## config.mk

```make
export PLATFORM = sky130hd
export DESIGN_NAME = dcache_tags_flat
export DESIGN_NICKNAME = d
export VERILOG_FILES = /design/src/hdl/dcache_pkg.sv /design/src/hdl/dcache_array_if.sv /design/src/hdl/dcache_tags.sv /design/src/flat_wrapper.sv
export SDC_FILE = /design/constraint.sdc
export NUM_CORES = 1
export LEC_CHECK = 0
export BUFFER_PORTS_ARGS = -buffer_cell sky130_fd_sc_hd__buf_4
export CAP_MARGIN = 25
export CORE_UTILIZATION = 60
export CTS_CLUSTER_SIZE = 40
export DETAILED_ROUTE_END_ITERATION = 8
export GPL_ROUTABILITY_DRIVEN = 0
export PLACE_DENSITY_LB_ADDON = 0.08
export SLEW_MARGIN = 30
export SYNTH_ARGS = -nofsm -noshare
export SYNTH_HDL_FRONTEND = slang
export SYNTH_SLANG_ARGS = --single-unit
export TNS_END_PERCENT = 30
```

## constraint.sdc

```tcl
create_clock -name clk -period 6.3 [get_ports clk]
set_clock_uncertainty 0.15 [all_clocks]
set_input_delay 0.63 -clock clk [delete_from_list [all_inputs] [get_ports clk]]
set_output_delay 0.63 -clock clk [all_outputs]
set_load 0.03 [all_outputs]
```

## src/hdl/dcache_pkg.sv

```systemverilog
package dcache_pkg;

    // core side
    localparam int CORE_ADDR_W = 16;
    localparam int WORD_W      = 32;
    localparam int WORD_BYTES  = 4;

    // line and memory bus geometry
    localparam int LINE_BYTES     = 64;
    localparam int BEAT_W         = 128;
    localparam int BEATS_PER_LINE = 4;

    typedef logic [CORE_ADDR_W-1:0] core_addr_t;
    typedef logic [WORD_W-1:0]      word_t;
    typedef logic [BEAT_W-1:0]      beat_t;

    // memory address counts 16-byte beats
    typedef logic [CORE_ADDR_W-$clog2(BEAT_W/8)-1:0] beat_addr_t;
    typedef logic [$clog2(BEATS_PER_LINE)-1:0]       beat_cnt_t;
    typedef logic [WORD_BYTES-1:0]                   byte_mask_t;

    typedef enum logic [1:0] {
        SIZE_BYTE,
        SIZE_HALF,
        SIZE_WORD
    } mem_size_t;

    typedef enum logic [1:0] {
        ST_READY,  // serving hits
        ST_MISS,   // line fill from memory
        ST_EVICT   // write-back of a dirty victim
    } cache_state_t;

endpackage

```

## src/hdl/dcache_array_if.sv

```systemverilog
`timescale 1ns/1ps

interface dcache_array_if #(
    parameter int SETS = 8,
    parameter int WAYS = 2
);
    import dcache_pkg::*;

    localparam int IDX_W = $clog2(SETS);
    localparam int WAY_W = $clog2(WAYS);
    localparam int TAG_W = CORE_ADDR_W - $clog2(LINE_BYTES) - IDX_W;

    // lookup of the request being accepted
    logic             lookup_en;
    core_addr_t       lookup_addr;
    logic             hit;
    logic [WAY_W-1:0] hit_way;
    logic [WAY_W-1:0] victim_way;
    logic             victim_dirty;
    logic [TAG_W-1:0] victim_tag;

    // store into a resident line
    logic             store_en;
    logic [WAY_W-1:0] store_way;
    core_addr_t       store_addr;
    mem_size_t        store_size;
    word_t            store_wdata;

    // fill beat from memory, also selects the victim line for write-back
    logic             fill_en;
    logic [WAY_W-1:0] fill_way;
    logic [IDX_W-1:0] fill_set;
    beat_cnt_t        fill_beat;
    beat_t            fill_data;
    logic             fill_last;
    logic [TAG_W-1:0] fill_tag;
    beat_cnt_t        victim_beat;
    beat_t            victim_data;

    // load read
    logic             rd_en;
    logic [WAY_W-1:0] rd_way;
    core_addr_t       rd_addr;
    mem_size_t        rd_size;
    logic             rd_unsigned;
    word_t            rd_data;

    modport ctrl (
        output lookup_en, lookup_addr,
        output store_en, store_way, store_addr, store_size, store_wdata,
        output fill_en, fill_way, fill_set, fill_beat, fill_data, fill_last, fill_tag,
        output rd_en, rd_way, rd_addr, rd_size, rd_unsigned, victim_beat,
        input  hit, hit_way, victim_way, victim_dirty, victim_tag, victim_data
    );

    modport tags (
        input  lookup_en, lookup_addr, store_en, store_way, store_addr,
        input  fill_way, fill_set, fill_last, fill_tag, rd_en, rd_way, rd_addr,
        output hit, hit_way, victim_way, victim_dirty, victim_tag
    );

    modport data (
        input  store_en, store_way, store_addr, store_size, store_wdata,
        input  fill_en, fill_way, fill_set, fill_beat, fill_data, victim_beat,
        input  rd_en, rd_way, rd_addr, rd_size, rd_unsigned,
        output rd_data, victim_data
    );

endinterface

```

## src/hdl/dcache_tags.sv

```systemverilog
`timescale 1ns/1ps

module dcache_tags #(
    parameter int SETS = 8,
    parameter int WAYS = 2
) (
    input  logic         clk,
    input  logic         rst,
    dcache_array_if.tags arr
);
    import dcache_pkg::*;

    localparam int OFF_W = $clog2(LINE_BYTES);
    localparam int IDX_W = $clog2(SETS);
    localparam int WAY_W = $clog2(WAYS);
    localparam int TAG_W = CORE_ADDR_W - OFF_W - IDX_W;

    logic             valid   [SETS][WAYS];
    logic             dirty   [SETS][WAYS];
    logic [TAG_W-1:0] tag_arr [SETS][WAYS];
    logic [WAY_W-1:0] lru     [SETS][WAYS];

    logic [IDX_W-1:0] lk_set;
    logic [TAG_W-1:0] lk_tag;
    logic             lk_match;
    logic [WAY_W-1:0] lk_hit_way;
    logic [WAY_W-1:0] lk_victim;

    logic             touch;
    logic [IDX_W-1:0] tch_set;
    logic [WAY_W-1:0] tch_way;

    // search every way of the set, victim is the way at the oldest LRU count
    always_comb begin
        lk_set     = arr.lookup_addr[OFF_W +: IDX_W];
        lk_tag     = arr.lookup_addr[CORE_ADDR_W-1 -: TAG_W];
        lk_match   = 1'b0;
        lk_hit_way = '0;
        lk_victim  = '0;
        for (int w = 0; w < WAYS; w++) begin
            if (valid[lk_set][w] && (tag_arr[lk_set][w] == lk_tag)) begin
                lk_match   = 1'b1;
                lk_hit_way = WAY_W'(w);
            end
            if (lru[lk_set][w] == WAY_W'(WAYS - 1)) begin
                lk_victim = WAY_W'(w);
            end
        end
    end

    assign arr.hit          = arr.lookup_en && lk_match;
    assign arr.hit_way      = lk_hit_way;
    assign arr.victim_way   = lk_victim;
    assign arr.victim_dirty = dirty[lk_set][lk_victim];
    assign arr.victim_tag   = tag_arr[lk_set][lk_victim];

    // a read outside an acceptance cycle completes a load miss and leaves LRU alone
    assign touch   = arr.store_en || (arr.rd_en && arr.lookup_en);
    assign tch_set = arr.store_en ? arr.store_addr[OFF_W +: IDX_W]
                                  : arr.rd_addr[OFF_W +: IDX_W];
    assign tch_way = arr.store_en ? arr.store_way : arr.rd_way;

    always_ff @(posedge clk) begin
        if (rst) begin
            for (int s = 0; s < SETS; s++) begin
                for (int w = 0; w < WAYS; w++) begin
                    valid[s][w] <= 1'b0;
                    dirty[s][w] <= 1'b0;
                    lru[s][w]   <= WAY_W'(w);
                end
            end
        end else begin
            if (arr.store_en) begin
                dirty[tch_set][arr.store_way] <= 1'b1;
            end
            if (arr.fill_last) begin
                valid[arr.fill_set][arr.fill_way] <= 1'b1;
                dirty[arr.fill_set][arr.fill_way] <= 1'b0;
            end
            if (touch) begin
                // younger ways age by one, touched way becomes the newest
                for (int w = 0; w < WAYS; w++) begin
                    if (lru[tch_set][w] < lru[tch_set][tch_way]) begin
                        lru[tch_set][w] <= lru[tch_set][w] + 1'b1;
                    end
                end
                lru[tch_set][tch_way] <= '0;
            end
        end
    end

    always_ff @(posedge clk) begin
        if (arr.fill_last) begin
            tag_arr[arr.fill_set][arr.fill_way] <= arr.fill_tag;
        end
    end

endmodule

```

## src/flat_wrapper.sv

```systemverilog
// flat-port wrapper written by rule: the top's interface ports become plain ports
module dcache_tags_flat import dcache_pkg::*;
#(
    parameter int SETS = 8,
    parameter int WAYS = 2
)
  (clk, rst, arr_lookup_en, arr_lookup_addr, arr_store_en, arr_store_way, arr_store_addr, arr_fill_way, arr_fill_set, arr_fill_last, arr_fill_tag, arr_rd_en, arr_rd_way, arr_rd_addr, arr_hit, arr_hit_way, arr_victim_way, arr_victim_dirty, arr_victim_tag);
  dcache_array_if #(.SETS(SETS), .WAYS(WAYS)) arr_i ();
  input  logic clk;
  input  logic rst;
  input wire logic [$bits(arr_i.lookup_en)-1:0] arr_lookup_en;
  input wire logic [$bits(arr_i.lookup_addr)-1:0] arr_lookup_addr;
  input wire logic [$bits(arr_i.store_en)-1:0] arr_store_en;
  input wire logic [$bits(arr_i.store_way)-1:0] arr_store_way;
  input wire logic [$bits(arr_i.store_addr)-1:0] arr_store_addr;
  input wire logic [$bits(arr_i.fill_way)-1:0] arr_fill_way;
  input wire logic [$bits(arr_i.fill_set)-1:0] arr_fill_set;
  input wire logic [$bits(arr_i.fill_last)-1:0] arr_fill_last;
  input wire logic [$bits(arr_i.fill_tag)-1:0] arr_fill_tag;
  input wire logic [$bits(arr_i.rd_en)-1:0] arr_rd_en;
  input wire logic [$bits(arr_i.rd_way)-1:0] arr_rd_way;
  input wire logic [$bits(arr_i.rd_addr)-1:0] arr_rd_addr;
  output wire logic [$bits(arr_i.hit)-1:0] arr_hit;
  output wire logic [$bits(arr_i.hit_way)-1:0] arr_hit_way;
  output wire logic [$bits(arr_i.victim_way)-1:0] arr_victim_way;
  output wire logic [$bits(arr_i.victim_dirty)-1:0] arr_victim_dirty;
  output wire logic [$bits(arr_i.victim_tag)-1:0] arr_victim_tag;
  assign arr_i.lookup_en = arr_lookup_en;
  assign arr_i.lookup_addr = arr_lookup_addr;
  assign arr_i.store_en = arr_store_en;
  assign arr_i.store_way = arr_store_way;
  assign arr_i.store_addr = arr_store_addr;
  assign arr_i.fill_way = arr_fill_way;
  assign arr_i.fill_set = arr_fill_set;
  assign arr_i.fill_last = arr_fill_last;
  assign arr_i.fill_tag = arr_fill_tag;
  assign arr_i.rd_en = arr_rd_en;
  assign arr_i.rd_way = arr_rd_way;
  assign arr_i.rd_addr = arr_rd_addr;
  assign arr_hit = arr_i.hit;
  assign arr_hit_way = arr_i.hit_way;
  assign arr_victim_way = arr_i.victim_way;
  assign arr_victim_dirty = arr_i.victim_dirty;
  assign arr_victim_tag = arr_i.victim_tag;
  dcache_tags #(.SETS(SETS), .WAYS(WAYS)) u_core (.clk(clk), .rst(rst), .arr(arr_i));
endmodule
```

# Word-level counts from Yosys, hierarchy flattened
# Memory sizes are Yosys's and may differ from the RTL's.
# Cells that the tools add are included.
dict set report word_totals {
  memories 4
  wordCells 92
  out_inout_bits 11
  regBits 0
  latchBits 0
  ramBits 160
  mem_bits_ro 0
  inputBits 67
}
# name depth word_bits read_ports rd_ports_with_merged_regs write_ports line_no
set memory_table {}
lappend memory_table {u_core.tag_arr 8 14 1 0 1 dcache_tags.sv:20} ;# logic [TAG_W-1:0] tag_arr [SETS][WAYS];
lappend memory_table {u_core.dirty 8 2 1 0 8 dcache_tags.sv:19} ;# logic dirty [SETS][WAYS];
lappend memory_table {u_core.lru 8 2 2 0 8 dcache_tags.sv:21} ;# logic [WAY_W-1:0] lru [SETS][WAYS];
lappend memory_table {u_core.valid 8 2 1 0 8 dcache_tags.sv:18} ;# logic valid [SETS][WAYS];
dict set report op_classes {
  eq_ne 2
  n_lt_le_gt_ge 9
  bitwise_logic 6
  div_mod_pow 0
  reduce_logical 12
  n_mux 57
  mul 0
  addsub 2
  shift 0
}
# op count
set op_table {}
lappend op_table {{1-bit two-way mux} 32}
lappend op_table {{7-bit two-way mux} 4}
lappend op_table {{2-bit two-way mux} 11}
lappend op_table {{3-bit two-way mux} 5}
lappend op_table {{7-bit == test} 2}
lappend op_table {{14-bit two-way mux} 1}
lappend op_table {{2-bit greater-or-equal comparator, second input constant} 4}
lappend op_table {{1-bit NOT with 2-bit output} 4}
lappend op_table {{2-bit OR reduction} 4}
lappend op_table {{7-bit demux with 1-bit select} 1}
lappend op_table {{1-bit logical AND} 7}
lappend op_table {{2-bit by 1-bit < comparator with 1-bit output, second input constant} 3}
lappend op_table {{1-bit demux with 1-bit select} 3}
lappend op_table {{1-bit adder, second input constant} 2}
lappend op_table {{1-bit < comparator} 2}
lappend op_table {{1-bit bitwise OR} 2}
lappend op_table {{1-bit logical OR} 1}

# Longest topological paths before layout
dict set report logic_depth {
  depth_word 13
  depth_mapped 9
  ltp_nobuf 6
}

# Worst setup path before layout
# Ideal clock, no wire load.
dict set report synth_timing {
  path_type {input-to-output}
  start {in arr_lookup_addr[6]}
  end {out arr_victim_tag[4]}
  arrival_ps 2930
  path_stages 6
  t_required_ps 5520
  path_slack_ps 2590
  n_path_buf 2
  path_cell_list {buf_2 > buf_4 > mux4_2 > mux2i_4 > clkinv_1 > o21ai_0}
}
dict set report synth_between {
  elab_chain_cells 6
  elab_cells_between_ends 7
  classes_between {mux: 4; bitwise: 1; memory: 2}
}
# element line_no
set synth_lines {}
lappend synth_lines {{from (decl)} flat_wrapper.sv:12} ;# input wire logic [$bits(arr_i.lookup_addr)-1:0] arr_lookup_addr;
lappend synth_lines {{memory 8 x 2 bit} --}
lappend synth_lines {{1-bit two-way mux} dcache_tags.sv:45} ;# if (lru[lk_set][w] == WAY_W'(WAYS - 1)) begin
lappend synth_lines {{net arr_victim_way} flat_wrapper.sv:25} ;# output wire logic [$bits(arr_i.victim_way)-1:0] arr_victim_way;
lappend synth_lines {{1-bit NOT with 2-bit output (implied by the code)} dcache_tags.sv:55} ;# assign arr.victim_tag = tag_arr[lk_set][lk_victim];
lappend synth_lines {{7-bit two-way mux (implied by the code) (3 in a row)} dcache_tags.sv:55}
lappend synth_lines {{to (decl)} flat_wrapper.sv:27} ;# output wire logic [$bits(arr_i.victim_tag)-1:0] arr_victim_tag;
# The timed path passes the listed nets, and every way through them passes these cells. The select of a mux whose other input is x is not followed.

# Final worst setup path
dict set report layout_timing {
  start {in arr_lookup_addr[7]}
  end {out arr_hit}
}
dict set report layout_between {
  elab_chain_cells 6
  elab_cells_between_ends 9
  classes_between {eq/ne: 2; mux: 2; reduce/logical: 3; memory: 2}
}
# element line_no
set layout_lines {}
lappend layout_lines {{memory 8 x 14 bit} --}
lappend layout_lines {{7-bit == test} dcache_tags.sv:41} ;# if (valid[lk_set][w] && (tag_arr[lk_set][w] == lk_tag)) begin
lappend layout_lines {{1-bit logical AND} dcache_tags.sv:41}
lappend layout_lines {{1-bit two-way mux} dcache_tags.sv:41}
lappend layout_lines {{1-bit two-way mux *} dcache_tags.sv:41}
lappend layout_lines {{1-bit logical AND *} dcache_tags.sv:51} ;# assign arr.hit = arr.lookup_en && lk_match;
lappend layout_lines {{to (decl)} flat_wrapper.sv:23} ;# output wire logic [$bits(arr_i.hit)-1:0] arr_hit;
# Mark *: on every way between the ends. The rest lies on a longest branch, timed or not.

==> results.json <==
{
  "run_status": "complete, no violations",
  "power.leakage_nw": 2.78,
  "ir_worst_vdd_uv": 236,
  "yosys.area.top_type": "edfxtp_1",
  "clk_pin_slew_ns": 0.06,
  "clockRootBuffer": "clkbuf_16",
  "worst_pin_slew_ns": 0.940,
  "die_area_um2": 12000,
  "synth_cells": 481,
  "critPathArrivalTime_ns": 3.14,
  "rsz0062_at_grt": "no",
  "grtUsageTotal": 0.271,
  "grt_pass1_vias": 4174,
  "final.min_clock_period_ns": 3.92,
  "cp_slowest_stage_delay_ns": 0.60,
  "route.vias.total": 4202,
  "dp_hpwl_um": 9610,
  "final-hold-violation-count": 0,
  "reg2reg_to": "u_core.lru[7][1]",
  "antenna_left": 0,
  "layout-drive-gt1-share": 0.246,
  "cts_sinks": 160,
  "r2r-start": "u_core.lru[6][0]",
  "antennaDiodeCount": 0,
  "fin_util": 0.721,
  "cts_setup_buffers": 0,
  "synthMostInstantiatedCell": "edfxtp_1",
  "htreeDepth": 4,
  "final_nets": 594,
  "grt_max_degree": 51,
  "synth.area.top_cells": "edfxtp_1, dfxtp_1, mux4_2, mux2i_1, nor2_1",
  "cts_resized": 0,
  "via_per_inst": 6.18,
  "yosys_warnings": 0,
  "grt-busiest-layer": "met2",
  "yosysUniqueCellTypes": 47,
  "rr_worst_depth": 5,
  "hold_path_class": "flop to flop",
  "overflow": 0,
  "crit_path_end": "arr_hit",
  "ios": 78,
  "synth_top_cell_area_share": 0.548,
  "synthArstFlopShare": 0,
  "crit_top_cell": "buf_4",
  "timing.hold.ws_ns": 0.318,
  "crit_type": "input pin to primary output",
  "holdBufCountCts": 0,
  "crit_start": "arr_lookup_addr[7]",
  "worstPathCellList": "buf_4 > mux4_2 > mux2i_1 > xnor2_1 > a2111oi_2 > nand4_1 > a21boi_1 > buf_4",
  "portBuffers": 45,
  "start_util": 0.628,
  "chipHeight_um": 110,
  "synth_edf_count": 127,
  "synth_fp_nets": 548,
  "drv_cap": 0,
  "num_rows": 38,
  "antenna_found_initial": 0,
  "dieWidth_um": 110,
  "tns_ns": 0,
  "cts_buffers": 17,
  "syn-cell-area_um2": 6960,
  "clock_tree.buffer_depth": 2,
  "path_buf_inv": 2,
  "drc": 0,
  "path_depth": 8,
  "synth_common_cells": "edfxtp_1, nor2_1, mux2i_1",
  "cts_tree": "yes",
  "cpLargestDelayFamily": "multiplexers",
  "globalRouteMet1Util": 0.372,
  "critPathCaptureType": "primary output",
  "startpoint_type": "input pin",
  "fp.coreArea_um2": 11100,
  "power_density_nw_per_um2": 295,
  "relSlewSlack": 0.371,
  "met2_usage": 0.435,
  "worstPathRequired_ns": 5.52,
  "first_pass_iters": 5,
  "synth.ff_latch_count": 160,
  "power_mw": 2.36,
  "yosysSeqAreaShare": 0.643,
  "grt_pass1_wl_um": 22700,
  "critPathMaxFanout": 47,
  "setup_viol_count_final": 0,
  "synth_area_per_cell_um2": 14.5,
  "grtUsageMet3": 0.0504,
  "clock_latency_ns": 0.42,
  "drtIter0Drc": 435,
  "wl_per_cell_um": 21.9,
  "r2r_slack_ns": 4.15,
  "fin_crit_sh": 0.622,
  "synth_ff_type": "edfxtp_1",
  "syn_to_final_growth_pct": 14.8,
  "routed_wirelength_um": 14900,
  "drv_slew": 0,
  "cpMaxStageDelayCell": "buf_4",
  "fmax_mhz": 255
}
[worst min path at each step]
stage | cells past startpoint | endpoint | slack, ns | from
6_report | 2 | u_core.valid[3][1] | 0.32 | u_core.valid[3][1]
5_1_grt | 2 | u_core.valid[7][1] | 0.35 | u_core.valid[7][1]
4_1_cts | 2 | u_core.valid[6][1] | 0.32 | u_core.valid[6][1]
3_5_place_dp | 2 | u_core.valid[2][0] | 0.31 | u_core.valid[2][0]
3_3_place_gp | 2 | u_core.valid[5][0] | 0.29 | u_core.valid[5][0]
2_1_floorplan | 2 | u_core.valid[2][0] | 0.28 | u_core.valid[2][0]
[cell families after synthesis]
family | synth area share
muxes | 0.170
AOI/OAI and AO/OA | 0.0559
buffers and inverters | 0.0205
DFF | 0.643
xor gates and xnor gates | 0.0113
and+or+nand+nor | 0.0989
[final cells by class]
cell class / count / area (um^2)
inverter: 3 / 11.3
clock buffer: 24 / 534
timing repair buffer: 49 / 368
multi-input combinational: 296 / 2380
fill: 740 / 3090
clock inverter: 8 / 46.3
tap: 140 / 175
sequential: 160 / 4470
[through the flow]
| stage | instances | instance area (um^2) | worst slack [ns] |
|---|---|---|---|
| after global placement | 648 | 7370 | 2.36 |
| after floorplan | 481 | 6960 | 2.59 |
| after detailed placement | 648 | 7390 | 2.36 |
| after global routing | 680 | 7990 | 2.24 |
| final | 680 | 7990 | 2.38 |
| after CTS | 680 | 7970 | 2.35 |
[power breakdown]
part           internal (mW)  switching, mW
logic                 0.0832          0.130
clock network          0.590          0.384
registers               1.16        0.00687
total                   1.84          0.521
[tightest hold or removal path: stages (launching register included)]
cell	delay, ns
dfxtp_1	0.32
nor2_1	0.05
nor2_1	0.07
[cell usage in the layout, fill, tap and decap left out, drive strengths merged, types with 4 or more instances in the layout]
cell type and count:
edfxtp 127, nor2 54, mux2i 51, buf 49
dfxtp 33, nor3 32, mux4 26, clkbuf 24
nand2 22, a21oi 21, o21bai 15, nand3 8
a22oi 7, clkinv 7, nand2b 6, xnor2 6
nor2b 5, o21ai 5, mux2 5, nand4 4
inv 4
[sequential cells by signal, summed over array words and instances, names as in the netlist]
name and cells:
u_core.dirty 16, u_core.tag_arr 112, u_core.valid 16, u_core.lru 16
[metal layers]
layer	vias to the layer above	wire length, um
li1	1939	-
met1	2095	6490
met2	152	7400
met3	16	840
met4	0	175
met5	-	0
Note: power is estimated with default switching activity, not from simulation.
