$ cat config.mk
export PLATFORM = sky130hd
export DESIGN_NAME = dcache_ctrl_flat
export DESIGN_NICKNAME = d
export VERILOG_FILES = /design/src/hdl/dcache_pkg.sv /design/src/hdl/dcache_array_if.sv /design/src/hdl/dcache_ctrl.sv /design/src/flat_wrapper.sv
export SDC_FILE = /design/constraint.sdc
export NUM_CORES = 1
export LEC_CHECK = 0
export BUFFER_PORTS_ARGS = -buffer_cell sky130_fd_sc_hd__clkbuf_2
export CORE_AREA = 2 2 277 279
export CTS_CLUSTER_DIAMETER = 50
export DETAILED_ROUTE_END_ITERATION = 10
export DIE_AREA = 0 0 279 281
export SLEW_MARGIN = 0
export SYNTH_ARGS = -nofsm -noshare
export SYNTH_HDL_FRONTEND = slang
export SYNTH_SLANG_ARGS = --single-unit
$ cat constraint.sdc
create_clock -name clk -period 7 [get_ports clk]
set_clock_uncertainty 0.15 [all_clocks]
set_input_delay 1.05 -clock clk [delete_from_list [all_inputs] [get_ports clk]]
set_output_delay 1.05 -clock clk [all_outputs]
set_load 0.03 [all_outputs]
$ cat src/hdl/dcache_pkg.sv
package dcache_pkg;

    // core side
    localparam int CORE_ADDR_W = 16;
    localparam int WORD_W      = 32;
    localparam int WORD_BYTES  = 4;

    // line and memory bus geometry
    localparam int LINE_BYTES     = 64;
    localparam int BEAT_W         = 128;
    localparam int BEATS_PER_LINE = 4;

    typedef logic [CORE_ADDR_W-1:0] core_addr_t;
    typedef logic [WORD_W-1:0]      word_t;
    typedef logic [BEAT_W-1:0]      beat_t;

    // memory address counts 16-byte beats
    typedef logic [CORE_ADDR_W-$clog2(BEAT_W/8)-1:0] beat_addr_t;
    typedef logic [$clog2(BEATS_PER_LINE)-1:0]       beat_cnt_t;
    typedef logic [WORD_BYTES-1:0]                   byte_mask_t;

    typedef enum logic [1:0] {
        SIZE_BYTE,
        SIZE_HALF,
        SIZE_WORD
    } mem_size_t;

    typedef enum logic [1:0] {
        ST_READY,  // serving hits
        ST_MISS,   // line fill from memory
        ST_EVICT   // write-back of a dirty victim
    } cache_state_t;

endpackage

$ cat src/hdl/dcache_array_if.sv
`timescale 1ns/1ps

interface dcache_array_if #(
    parameter int SETS = 8,
    parameter int WAYS = 2
);
    import dcache_pkg::*;

    localparam int IDX_W = $clog2(SETS);
    localparam int WAY_W = $clog2(WAYS);
    localparam int TAG_W = CORE_ADDR_W - $clog2(LINE_BYTES) - IDX_W;

    // lookup of the request being accepted
    logic             lookup_en;
    core_addr_t       lookup_addr;
    logic             hit;
    logic [WAY_W-1:0] hit_way;
    logic [WAY_W-1:0] victim_way;
    logic             victim_dirty;
    logic [TAG_W-1:0] victim_tag;

    // store into a resident line
    logic             store_en;
    logic [WAY_W-1:0] store_way;
    core_addr_t       store_addr;
    mem_size_t        store_size;
    word_t            store_wdata;

    // fill beat from memory, also selects the victim line for write-back
    logic             fill_en;
    logic [WAY_W-1:0] fill_way;
    logic [IDX_W-1:0] fill_set;
    beat_cnt_t        fill_beat;
    beat_t            fill_data;
    logic             fill_last;
    logic [TAG_W-1:0] fill_tag;
    beat_cnt_t        victim_beat;
    beat_t            victim_data;

    // load read
    logic             rd_en;
    logic [WAY_W-1:0] rd_way;
    core_addr_t       rd_addr;
    mem_size_t        rd_size;
    logic             rd_unsigned;
    word_t            rd_data;

    modport ctrl (
        output lookup_en, lookup_addr,
        output store_en, store_way, store_addr, store_size, store_wdata,
        output fill_en, fill_way, fill_set, fill_beat, fill_data, fill_last, fill_tag,
        output rd_en, rd_way, rd_addr, rd_size, rd_unsigned, victim_beat,
        input  hit, hit_way, victim_way, victim_dirty, victim_tag, victim_data
    );

    modport tags (
        input  lookup_en, lookup_addr, store_en, store_way, store_addr,
        input  fill_way, fill_set, fill_last, fill_tag, rd_en, rd_way, rd_addr,
        output hit, hit_way, victim_way, victim_dirty, victim_tag
    );

    modport data (
        input  store_en, store_way, store_addr, store_size, store_wdata,
        input  fill_en, fill_way, fill_set, fill_beat, fill_data, victim_beat,
        input  rd_en, rd_way, rd_addr, rd_size, rd_unsigned,
        output rd_data, victim_data
    );

endinterface

$ cat src/hdl/dcache_ctrl.sv
`timescale 1ns/1ps

module dcache_ctrl #(
    parameter int SETS = 8,
    parameter int WAYS = 2
) (
    input  logic                   clk,
    input  logic                   rst,
    input  logic                   req_valid,
    input  logic                   req_write,
    input  dcache_pkg::core_addr_t req_addr,
    input  dcache_pkg::word_t      req_wdata,
    input  dcache_pkg::mem_size_t  req_size,
    input  logic                   req_unsigned,
    output logic                   req_ready,
    output logic                   rsp_valid,
    output logic                   mem_rd_valid,
    output dcache_pkg::beat_addr_t mem_rd_addr,
    output logic                   mem_wr_valid,
    output dcache_pkg::beat_addr_t mem_wr_addr,
    output dcache_pkg::beat_t      mem_wr_data,
    input  logic                   mem_rsp_valid,
    input  dcache_pkg::beat_t      mem_rsp_data,
    dcache_array_if.ctrl           arr
);
    import dcache_pkg::*;

    localparam int OFF_W = $clog2(LINE_BYTES);
    localparam int IDX_W = $clog2(SETS);
    localparam int WAY_W = $clog2(WAYS);
    localparam int TAG_W = CORE_ADDR_W - OFF_W - IDX_W;
    localparam beat_cnt_t LAST_BEAT = beat_cnt_t'(BEATS_PER_LINE - 1);

    cache_state_t state;
    cache_state_t state_nx;
    logic         accept;
    logic         miss_start;

    // accepted request and its lookup results
    logic             r_valid;
    logic             r_hit;
    core_addr_t       r_addr;
    logic             r_write;
    word_t            r_wdata;
    mem_size_t        r_size;
    logic             r_unsigned;
    logic [WAY_W-1:0] r_victim_way;
    logic             r_victim_dirty;
    logic [TAG_W-1:0] r_victim_tag;
    beat_addr_t       r_wr_base;

    // pending miss, filled into the victim way
    core_addr_t       p_addr;
    logic             p_write;
    word_t            p_wdata;
    mem_size_t        p_size;
    logic             p_unsigned;
    logic [WAY_W-1:0] p_way;
    beat_addr_t       p_wr_base;
    beat_addr_t       p_rd_base;
    core_addr_t       cur_addr;

    beat_cnt_t wr_cnt;
    beat_cnt_t rd_req_cnt;
    beat_cnt_t rd_rsp_cnt;
    logic      rd_req_done;
    logic      fill_done;

    assign miss_start = (state == ST_READY) && r_valid && !r_hit;
    assign req_ready  = (state == ST_READY) && !miss_start;
    assign accept     = req_valid && req_ready;

    always_ff @(posedge clk) begin
        if (accept) begin
            r_hit          <= arr.hit;
            r_addr         <= req_addr;
            r_write        <= req_write;
            r_wdata        <= req_wdata;
            r_size         <= req_size;
            r_unsigned     <= req_unsigned;
            r_victim_way   <= arr.victim_way;
            r_victim_dirty <= arr.victim_dirty;
            r_victim_tag   <= arr.victim_tag;
        end
        if (miss_start) begin
            p_addr     <= r_addr;
            p_write    <= r_write;
            p_wdata    <= r_wdata;
            p_size     <= r_size;
            p_unsigned <= r_unsigned;
            p_way      <= r_victim_way;
            p_wr_base  <= r_wr_base;
        end
    end

    assign r_wr_base = {r_victim_tag, r_addr[OFF_W +: IDX_W], beat_cnt_t'(0)};
    assign p_rd_base = {p_addr[CORE_ADDR_W-1:OFF_W], beat_cnt_t'(0)};

    always_ff @(posedge clk) begin
        if (rst) begin
            state       <= ST_READY;
            r_valid     <= 1'b0;
            rsp_valid   <= 1'b0;
            fill_done   <= 1'b0;
            rd_req_done <= 1'b0;
            wr_cnt      <= '0;
            rd_req_cnt  <= '0;
            rd_rsp_cnt  <= '0;
        end else begin
            state     <= state_nx;
            r_valid   <= accept;
            rsp_valid <= arr.rd_en;
            fill_done <= arr.fill_last;
            if (mem_wr_valid) begin
                wr_cnt <= wr_cnt + 1'b1;
            end
            if (mem_rd_valid) begin
                rd_req_cnt <= rd_req_cnt + 1'b1;
            end
            if (mem_rsp_valid) begin
                rd_rsp_cnt <= rd_rsp_cnt + 1'b1;
            end
            if (mem_rd_valid && (rd_req_cnt == LAST_BEAT)) begin
                rd_req_done <= 1'b1;
            end else if (fill_done) begin
                rd_req_done <= 1'b0;
            end
        end
    end

    always_comb begin
        state_nx = state;
        case (state)
            ST_READY: begin
                if (miss_start) begin
                    state_nx = r_victim_dirty ? ST_EVICT : ST_MISS;
                end
            end
            ST_EVICT: begin
                if (wr_cnt == LAST_BEAT) begin
                    state_nx = ST_MISS;
                end
            end
            // one extra cycle after the last beat for the load read or store merge
            ST_MISS: begin
                if (fill_done) begin
                    state_nx = ST_READY;
                end
            end
            default: state_nx = ST_READY;
        endcase
    end

    // the first write beat leaves in the miss cycle, before pending is loaded
    assign mem_wr_valid = (miss_start && r_victim_dirty) || (state == ST_EVICT);
    assign mem_wr_addr  = (miss_start ? r_wr_base : p_wr_base) + beat_addr_t'(wr_cnt);
    assign mem_wr_data  = arr.victim_data;
    assign mem_rd_valid = (state == ST_MISS) && !rd_req_done;
    assign mem_rd_addr  = p_rd_base + beat_addr_t'(rd_req_cnt);

    assign arr.lookup_en   = accept;
    assign arr.lookup_addr = req_addr;

    // hits are served in the acceptance cycle, misses after the fill
    assign arr.store_en    = (accept && req_write && arr.hit) || (fill_done && p_write);
    assign arr.store_way   = fill_done ? p_way : arr.hit_way;
    assign arr.store_addr  = fill_done ? p_addr : req_addr;
    assign arr.store_size  = fill_done ? p_size : req_size;
    assign arr.store_wdata = fill_done ? p_wdata : req_wdata;

    assign arr.rd_en       = (accept && !req_write && arr.hit) || (fill_done && !p_write);
    assign arr.rd_way      = fill_done ? p_way : arr.hit_way;
    assign arr.rd_addr     = fill_done ? p_addr : req_addr;
    assign arr.rd_size     = fill_done ? p_size : req_size;
    assign arr.rd_unsigned = fill_done ? p_unsigned : req_unsigned;

    assign cur_addr        = miss_start ? r_addr : p_addr;
    assign arr.fill_en     = mem_rsp_valid;
    assign arr.fill_way    = miss_start ? r_victim_way : p_way;
    assign arr.fill_set    = cur_addr[OFF_W +: IDX_W];
    assign arr.fill_beat   = rd_rsp_cnt;
    assign arr.fill_data   = mem_rsp_data;
    assign arr.fill_last   = mem_rsp_valid && (rd_rsp_cnt == LAST_BEAT);
    assign arr.fill_tag    = p_addr[CORE_ADDR_W-1 -: TAG_W];
    assign arr.victim_beat = wr_cnt;

endmodule

$ cat src/flat_wrapper.sv
// flat-port wrapper written by rule: the top's interface ports become plain ports
module dcache_ctrl_flat import dcache_pkg::*;
#(
    parameter int SETS = 8,
    parameter int WAYS = 2
)
  (clk, rst, req_valid, req_write, req_addr, req_wdata, req_size, req_unsigned, req_ready, rsp_valid, mem_rd_valid, mem_rd_addr, mem_wr_valid, mem_wr_addr, mem_wr_data, mem_rsp_valid, mem_rsp_data, arr_lookup_en, arr_lookup_addr, arr_store_en, arr_store_way, arr_store_addr, arr_store_size, arr_store_wdata, arr_fill_en, arr_fill_way, arr_fill_set, arr_fill_beat, arr_fill_data, arr_fill_last, arr_fill_tag, arr_rd_en, arr_rd_way, arr_rd_addr, arr_rd_size, arr_rd_unsigned, arr_victim_beat, arr_hit, arr_hit_way, arr_victim_way, arr_victim_dirty, arr_victim_tag, arr_victim_data);
  dcache_array_if #(.SETS(SETS), .WAYS(WAYS)) arr_i ();
  input  logic clk;
  input  logic rst;
  input  logic req_valid;
  input  logic req_write;
  input  dcache_pkg::core_addr_t req_addr;
  input  dcache_pkg::word_t req_wdata;
  input  dcache_pkg::mem_size_t req_size;
  input  logic req_unsigned;
  output logic req_ready;
  output logic rsp_valid;
  output logic mem_rd_valid;
  output dcache_pkg::beat_addr_t mem_rd_addr;
  output logic mem_wr_valid;
  output dcache_pkg::beat_addr_t mem_wr_addr;
  output dcache_pkg::beat_t mem_wr_data;
  input  logic mem_rsp_valid;
  input  dcache_pkg::beat_t mem_rsp_data;
  output wire logic [$bits(arr_i.lookup_en)-1:0] arr_lookup_en;
  output wire logic [$bits(arr_i.lookup_addr)-1:0] arr_lookup_addr;
  output wire logic [$bits(arr_i.store_en)-1:0] arr_store_en;
  output wire logic [$bits(arr_i.store_way)-1:0] arr_store_way;
  output wire logic [$bits(arr_i.store_addr)-1:0] arr_store_addr;
  output wire logic [$bits(arr_i.store_size)-1:0] arr_store_size;
  output wire logic [$bits(arr_i.store_wdata)-1:0] arr_store_wdata;
  output wire logic [$bits(arr_i.fill_en)-1:0] arr_fill_en;
  output wire logic [$bits(arr_i.fill_way)-1:0] arr_fill_way;
  output wire logic [$bits(arr_i.fill_set)-1:0] arr_fill_set;
  output wire logic [$bits(arr_i.fill_beat)-1:0] arr_fill_beat;
  output wire logic [$bits(arr_i.fill_data)-1:0] arr_fill_data;
  output wire logic [$bits(arr_i.fill_last)-1:0] arr_fill_last;
  output wire logic [$bits(arr_i.fill_tag)-1:0] arr_fill_tag;
  output wire logic [$bits(arr_i.rd_en)-1:0] arr_rd_en;
  output wire logic [$bits(arr_i.rd_way)-1:0] arr_rd_way;
  output wire logic [$bits(arr_i.rd_addr)-1:0] arr_rd_addr;
  output wire logic [$bits(arr_i.rd_size)-1:0] arr_rd_size;
  output wire logic [$bits(arr_i.rd_unsigned)-1:0] arr_rd_unsigned;
  output wire logic [$bits(arr_i.victim_beat)-1:0] arr_victim_beat;
  input wire logic [$bits(arr_i.hit)-1:0] arr_hit;
  input wire logic [$bits(arr_i.hit_way)-1:0] arr_hit_way;
  input wire logic [$bits(arr_i.victim_way)-1:0] arr_victim_way;
  input wire logic [$bits(arr_i.victim_dirty)-1:0] arr_victim_dirty;
  input wire logic [$bits(arr_i.victim_tag)-1:0] arr_victim_tag;
  input wire logic [$bits(arr_i.victim_data)-1:0] arr_victim_data;
  assign arr_lookup_en = arr_i.lookup_en;
  assign arr_lookup_addr = arr_i.lookup_addr;
  assign arr_store_en = arr_i.store_en;
  assign arr_store_way = arr_i.store_way;
  assign arr_store_addr = arr_i.store_addr;
  assign arr_store_size = arr_i.store_size;
  assign arr_store_wdata = arr_i.store_wdata;
  assign arr_fill_en = arr_i.fill_en;
  assign arr_fill_way = arr_i.fill_way;
  assign arr_fill_set = arr_i.fill_set;
  assign arr_fill_beat = arr_i.fill_beat;
  assign arr_fill_data = arr_i.fill_data;
  assign arr_fill_last = arr_i.fill_last;
  assign arr_fill_tag = arr_i.fill_tag;
  assign arr_rd_en = arr_i.rd_en;
  assign arr_rd_way = arr_i.rd_way;
  assign arr_rd_addr = arr_i.rd_addr;
  assign arr_rd_size = arr_i.rd_size;
  assign arr_rd_unsigned = arr_i.rd_unsigned;
  assign arr_victim_beat = arr_i.victim_beat;
  assign arr_i.hit = arr_hit;
  assign arr_i.hit_way = arr_hit_way;
  assign arr_i.victim_way = arr_victim_way;
  assign arr_i.victim_dirty = arr_victim_dirty;
  assign arr_i.victim_tag = arr_victim_tag;
  assign arr_i.victim_data = arr_victim_data;
  dcache_ctrl #(.SETS(SETS), .WAYS(WAYS)) u_core (.clk(clk), .rst(rst), .req_valid(req_valid), .req_write(req_write), .req_addr(req_addr), .req_wdata(req_wdata), .req_size(req_size), .req_unsigned(req_unsigned), .req_ready(req_ready), .rsp_valid(rsp_valid), .mem_rd_valid(mem_rd_valid), .mem_rd_addr(mem_rd_addr), .mem_wr_valid(mem_wr_valid), .mem_wr_addr(mem_wr_addr), .mem_wr_data(mem_wr_data), .mem_rsp_valid(mem_rsp_valid), .mem_rsp_data(mem_rsp_data), .arr(arr_i));
endmodule
# Yosys cells after proc, flatten, opt, wreduce, memory -nomap -nowiden
# Index checks and enable logic that the tools add are counted.
# word_totals
inputBits	323
mem_bits_ro	0
n_memories	0
ramBits	0
ff_bits	139
latch_bits	0
out_inout_bits	391
# op_classes
n_shift	0
n_reduce_logical	25
n_addsub	5
mul	0
n_mux	15
eq_ne	8
n_lt_le_gt_ge	0
div_mod_pow	0
n_bitwise	0
# op_table
cell	count
$mux 32	1
$add 12x2->12	2
$mux 16	1
$logic_and 1x1->1	14
$mux 12	1
$mux 2	5
$mux 9	1
$eq 2x2->1 const B	4
$add 2x1->2 const B	3
$ne 2x1->1 const B	3
$pmux 2 s3	1
$logic_not 1->1	5
$mux 1	5
$logic_or 1x1->1	3
$reduce_and 3->1	1
$eq 2x1->1 const B	1
$logic_not 2->1	1
$reduce_bool 2->1	1

# Depth between registers and ports, before layout
# depth
ltp_word	9
ltp_mapped	11

# Worst setup path after synthesis
# No wires, ideal clock.
# synth_path
path_type	reg2out
startpoint	register u_core.r_hit
endpoint	output mem_wr_addr[11]
t_arrival_ps	3092
path_stages_with_launch	12
slack_ps	2708
required_ps	5800
path_cell_list	edfxtp_1 -> nor2b_2 -> nand2_4 -> inv_6 -> buf_6 -> buf_2 -> nor2b_1 -> ha_1 -> a21o_1 -> and4_4 -> nand3_1 -> xnor2_1
# synth_via
elab_chain_cells	4
# synth_rtl
item	line	source
start, declared	dcache_ctrl.sv:41	logic r_hit;
start signal, assigned	dcache_ctrl.sv:75	r_hit <= arr.hit;
$logic_not 1->1	dcache_ctrl.sv:69	assign miss_start = (state == ST_READY) && r_valid && !r_hit;
$logic_and 1x1->1	dcache_ctrl.sv:69	
$mux 12	dcache_ctrl.sv:156	assign mem_wr_addr = (miss_start ? r_wr_base : p_wr_base) + beat_addr_t'(wr_cnt);
$add 12x2->12	dcache_ctrl.sv:156	
end, declared	flat_wrapper.sv:22	output dcache_pkg::beat_addr_t mem_wr_addr;
# Every way passes these cells.

# Worst setup path in the final report
# Same ends and word-level chain as after synthesis.

==> parameters.txt <==
Parameter                              Value

Clock tree
  TritonCTS buffer count ... 17
  Clock Latency Late Sink ... 480 ps
  Clock buffer depth ... 2
  Clock Sinks ... 139
  Hold bufs inserted after CTS ... 0
  TritonCTS clock tree ... done
  Clock slew at reported path FFs ... 100 ps
  Master cell of the clock root buffer ... clkbuf_16
  Post-CTS Setup Bufs ... 0
  Clock H-tree levels ... 4
  Number of instances resized during post-cts repair ... 0

Layout
  Area occupied by multi-input gates ... 1310 sq um
  Post-layout util ... 0.107
  Nets@finish ... 853
  Post-layout instance count excluding filler cells ... 1,517
  Fraction of final layout cells with drive strength greater than 1 ... 0.572
  Fill cells ... 8,549
  Sequential cell area ... 3900 sq um
  Layout area overhead ... 6.83%

Global routing
  Total grt overflow ... 0
  Number of global-route vias before repair ... 3,866
  Global-route wire length before repair ... 27,900 um
  Met1 Usage GRT ... 0.0503
  Most Crowded Layer GR ... met2
  GR Util met2 ... 0.0737
  Met3 track utilization from global routing ... 0.0388
  Antenna violations before repair ... 5
  Global-route total usage across every layer ... 0.0533
  Maximum number of pins on one net before global-route repair ... 51

Timing
  Share of the clock period used by the worst path ... 0.633
  Setup repair after global routing missed its margin ... false
  Pins Over Slew Limit ... 0
  Fin. Hold Viols ... 0
  # setup viols final ... 0
  Slew HR ... 0.503
  Post-layout minimum cycle time ... 4430 ps
  Minimum setup slack in the final design ... 2570 ps
  Minimum hold slack ... 255 ps
  Total Negative Setup Slacks ... 0 ps
  Worst-margin pin slew ... 746 ps
  Max Clock Freq ... 0.226 GHz

Logic synthesis
  Flip-flop and latch count after synthesis ... 139
  Post-synthesis cell count ... 618
  Synthesized cell area ... 7590 sq um
  Synthesized Nets ... 947
  Average footprint of a synthesized cell ... 12.3 sq um
  Most area-hungry cell type in the Yosys netlist ... edfxtp_1
  Number of warnings printed during yosys synthesis ... 0
  Sequential cell area fraction in the yosys report ... 0.513
  Post-synth top area share ... 0.439
  Count of distinct cell types in the synthesized netlist ... 42
  Ranking of synthesized cells by area ... edfxtp_1, buf_4, mux2_2

Hold path
  Worst hold path endpoint ... u_core.p_addr[5]$_DFFE_PN_
  WHS Path Cells ... 0
  Path type of the worst min-delay path ... reg -> reg
  Beginning of the worst hold path ... u_core.r_addr[5]$_DFFE_PN_

Routing
  Via density per instance ... 2.49
  Initial detailed-routing violation count ... 118
  Routed wire per std cell ... 13.9 um
  Remaining DRCs ... 0
  Number of optimization iterations in the first detailed-route pass ... 4
  Post-DRT Antenna Nets ... 0
  Overall routed net length ... 21,100 um
  Via count ... 3,779

Setup path
  Cell depth of the worst flop-to-flop path ... 6
  Reg-to-reg setup timing slack ... 4580 ps
  Largest fanout on the critical path ... 40
  Launch instance of the worst register-to-register path ... u_core.r_hit$_DFFE_PN_
  Worst setup EP type ... primary output
  Critical register-to-register path endpoint ... u_core.p_wr_base[7]$_DFF_P_
  Sort of element at the start of the critical path ... register
  Critical Path Start ... u_core.r_hit$_DFFE_PN_
  Endpoint required time on the critical path ... 5800 ps
  Arrival time of data at the critical path endpoint ... 3230 ps
  Crit path kind ... reg -> out

Placement
  Quantity of I/O buffers inserted on ports ... 201
  DP Wirelength ... 16,100 um
  Post-Place Worst Slack ... 3020 ps
  Routability congestion estimate ... 0.638
  # placed instances ... 1,483

Floorplanning
  Die area ... 78,400 sq um
  Core area ... 75,400 sq um
  Initial core utilization ... 0.101
  Die W ... 279 um
  Top-Level Pins ... 714
  Site row count ... 101
  Vertical die dimension ... 281 um

Power and ir drop
  Peak supply drop ... 131 uV
  Power density over cell area ... 286 nW/um^2
  Static Leak ... 2.96 nW

Job
  Maximum Capacitance Violations ... 0

Run status
  Run status ... finished clean
## sequential cells by signal (all words and copies together) (netlist names), 2 cells and up
| register | flops |
|---|---|
| u_core.arr.fill_beat | 2 |
| u_core.arr.victim_beat | 2 |
| u_core.p_addr | 16 |
| u_core.p_size | 2 |
| u_core.p_wdata | 32 |
| u_core.p_wr_base | 12 |
| u_core.r_addr | 16 |
| u_core.r_size | 2 |
| u_core.r_victim_tag | 7 |
| u_core.r_wdata | 32 |
| u_core.rd_req_cnt | 2 |
| u_core.state | 2 |
## report_power, final
group	leakage [nW]	switching (mW)	internal, mW
clock	0.291	0.456	0.512
combinational	1.39	0.252	0.103
sequential	1.28	0.0319	0.965
## area by class of cell
class | count | area share
multi-input combinational | 154 | 0.161
sequential | 139 | 0.481
tap | 978 | 0.151
antenna | 2 | 0.000617
clock buffer | 17 | 0.0525
timing repair buffer | 205 | 0.128
clock inverter | 15 | 0.0222
inverter | 7 | 0.00386
## routing by layer
metal / up-vias / share of wire
li1: 1594 / -
met1: 1698 / 0.36
met2: 366 / 0.41
met3: 115 / 0.14
met4: 6 / 0.079
met5: - / 0.0040
## kinds of logic after synthesis
family / after synthesis / share of synthesized area
muxes: 62 / 0.0928
adders and majority gates: 6 / 0.0109
xor gates and xnor gates: 13 / 0.0150
buffers and inverters: 325 / 0.316
and+or+nand+nor: 63 / 0.0434
DFF: 139 / 0.513
AOI/OAI and AO/OA: 10 / 0.00890
## placed cells by master, fill, tap and decap left out, types with 2 or more instances in the layout
cell / instances
clkinv_4: 2
nand3_2: 2
edfxtp_1: 111
mux2_2: 53
clkbuf_16: 17
clkinvlp_4: 2
nor3_1: 2
ha_1: 5
o21ai_0: 3
dfxtp_1: 27
nand2_1: 28
mux2i_2: 2
inv_8: 6
clkbuf_2: 201
inv_1: 6
xnor2_1: 12
nor3b_2: 2
diode_2: 2
nor2_1: 8
clkinv_8: 2
mux2_4: 2
inv_6: 3
nand3_1: 5
buf_4: 4
mux2i_1: 5
a22oi_1: 2
nor2b_1: 6
## critical path, stage by stage, from the launching register on
cell and delay, ps:
edfxtp_1 420, nor2b_2 190, nand2_4 130, inv_6 280, buf_4 600, mux2i_2 370
and4_4 290, nand3_1 90, xnor2_1 140, clkbuf_2 220
## synth_stat cells
cell type  number
buf_4         309
edfxtp_1      111
mux2_2         53
dfxtp_1        28
nand2_1        28
xnor2_1        12
nor2_1          8
inv_1           6
nor2b_1         6
ha_1            5
mux2i_1         5
nand3_1         5
buf_1           3
buf_2           3
o21ai_0         3
a22oi_1         2
clkbuf_1        2
mux2_4          2
mux2i_2         2
nand3_2         2
nor3_1          2
a21o_1          1
a21oi_1         1
a21oi_2         1
a32o_1          1
and2_1          1
and2b_2         1
and3_2          1
and4_4          1
buf_6           1
fa_1            1
inv_6           1
nand2_4         1
nand3b_1        1
nand4_1         1
nor2_2          1
nor2b_2         1
nor3b_1         1
nor3b_2         1
o22ai_1         1
or2b_1          1
xor2_1          1
## worst max-delay path by stage
| stage | end | slack (ps) | cells after the start |
|---|---|---|---|
| after CTS | mem_wr_addr[11] | 2440 | 9 |
| after detailed placement | mem_wr_addr[11] | 3020 | 9 |
| after floorplan | mem_wr_addr[11] | 2710 | 11 |
| final | mem_wr_addr[11] | 2570 | 9 |
| after global routing | mem_wr_addr[8] | 2310 | 9 |
| after global placement | mem_wr_addr[11] | 3120 | 9 |
## stage by stage
stage / area, sq um / power, mW
2_1_floorplan: 7590 / 1.54
3_3_place_gp: 7490 / 1.37
3_5_place_dp: 7490 / 1.38
4_1_cts: 8100 / 2.39
5_1_grt: 8100 / 2.43
6_report: 8110 / 2.32
Power figures use the tool's default switching activity.
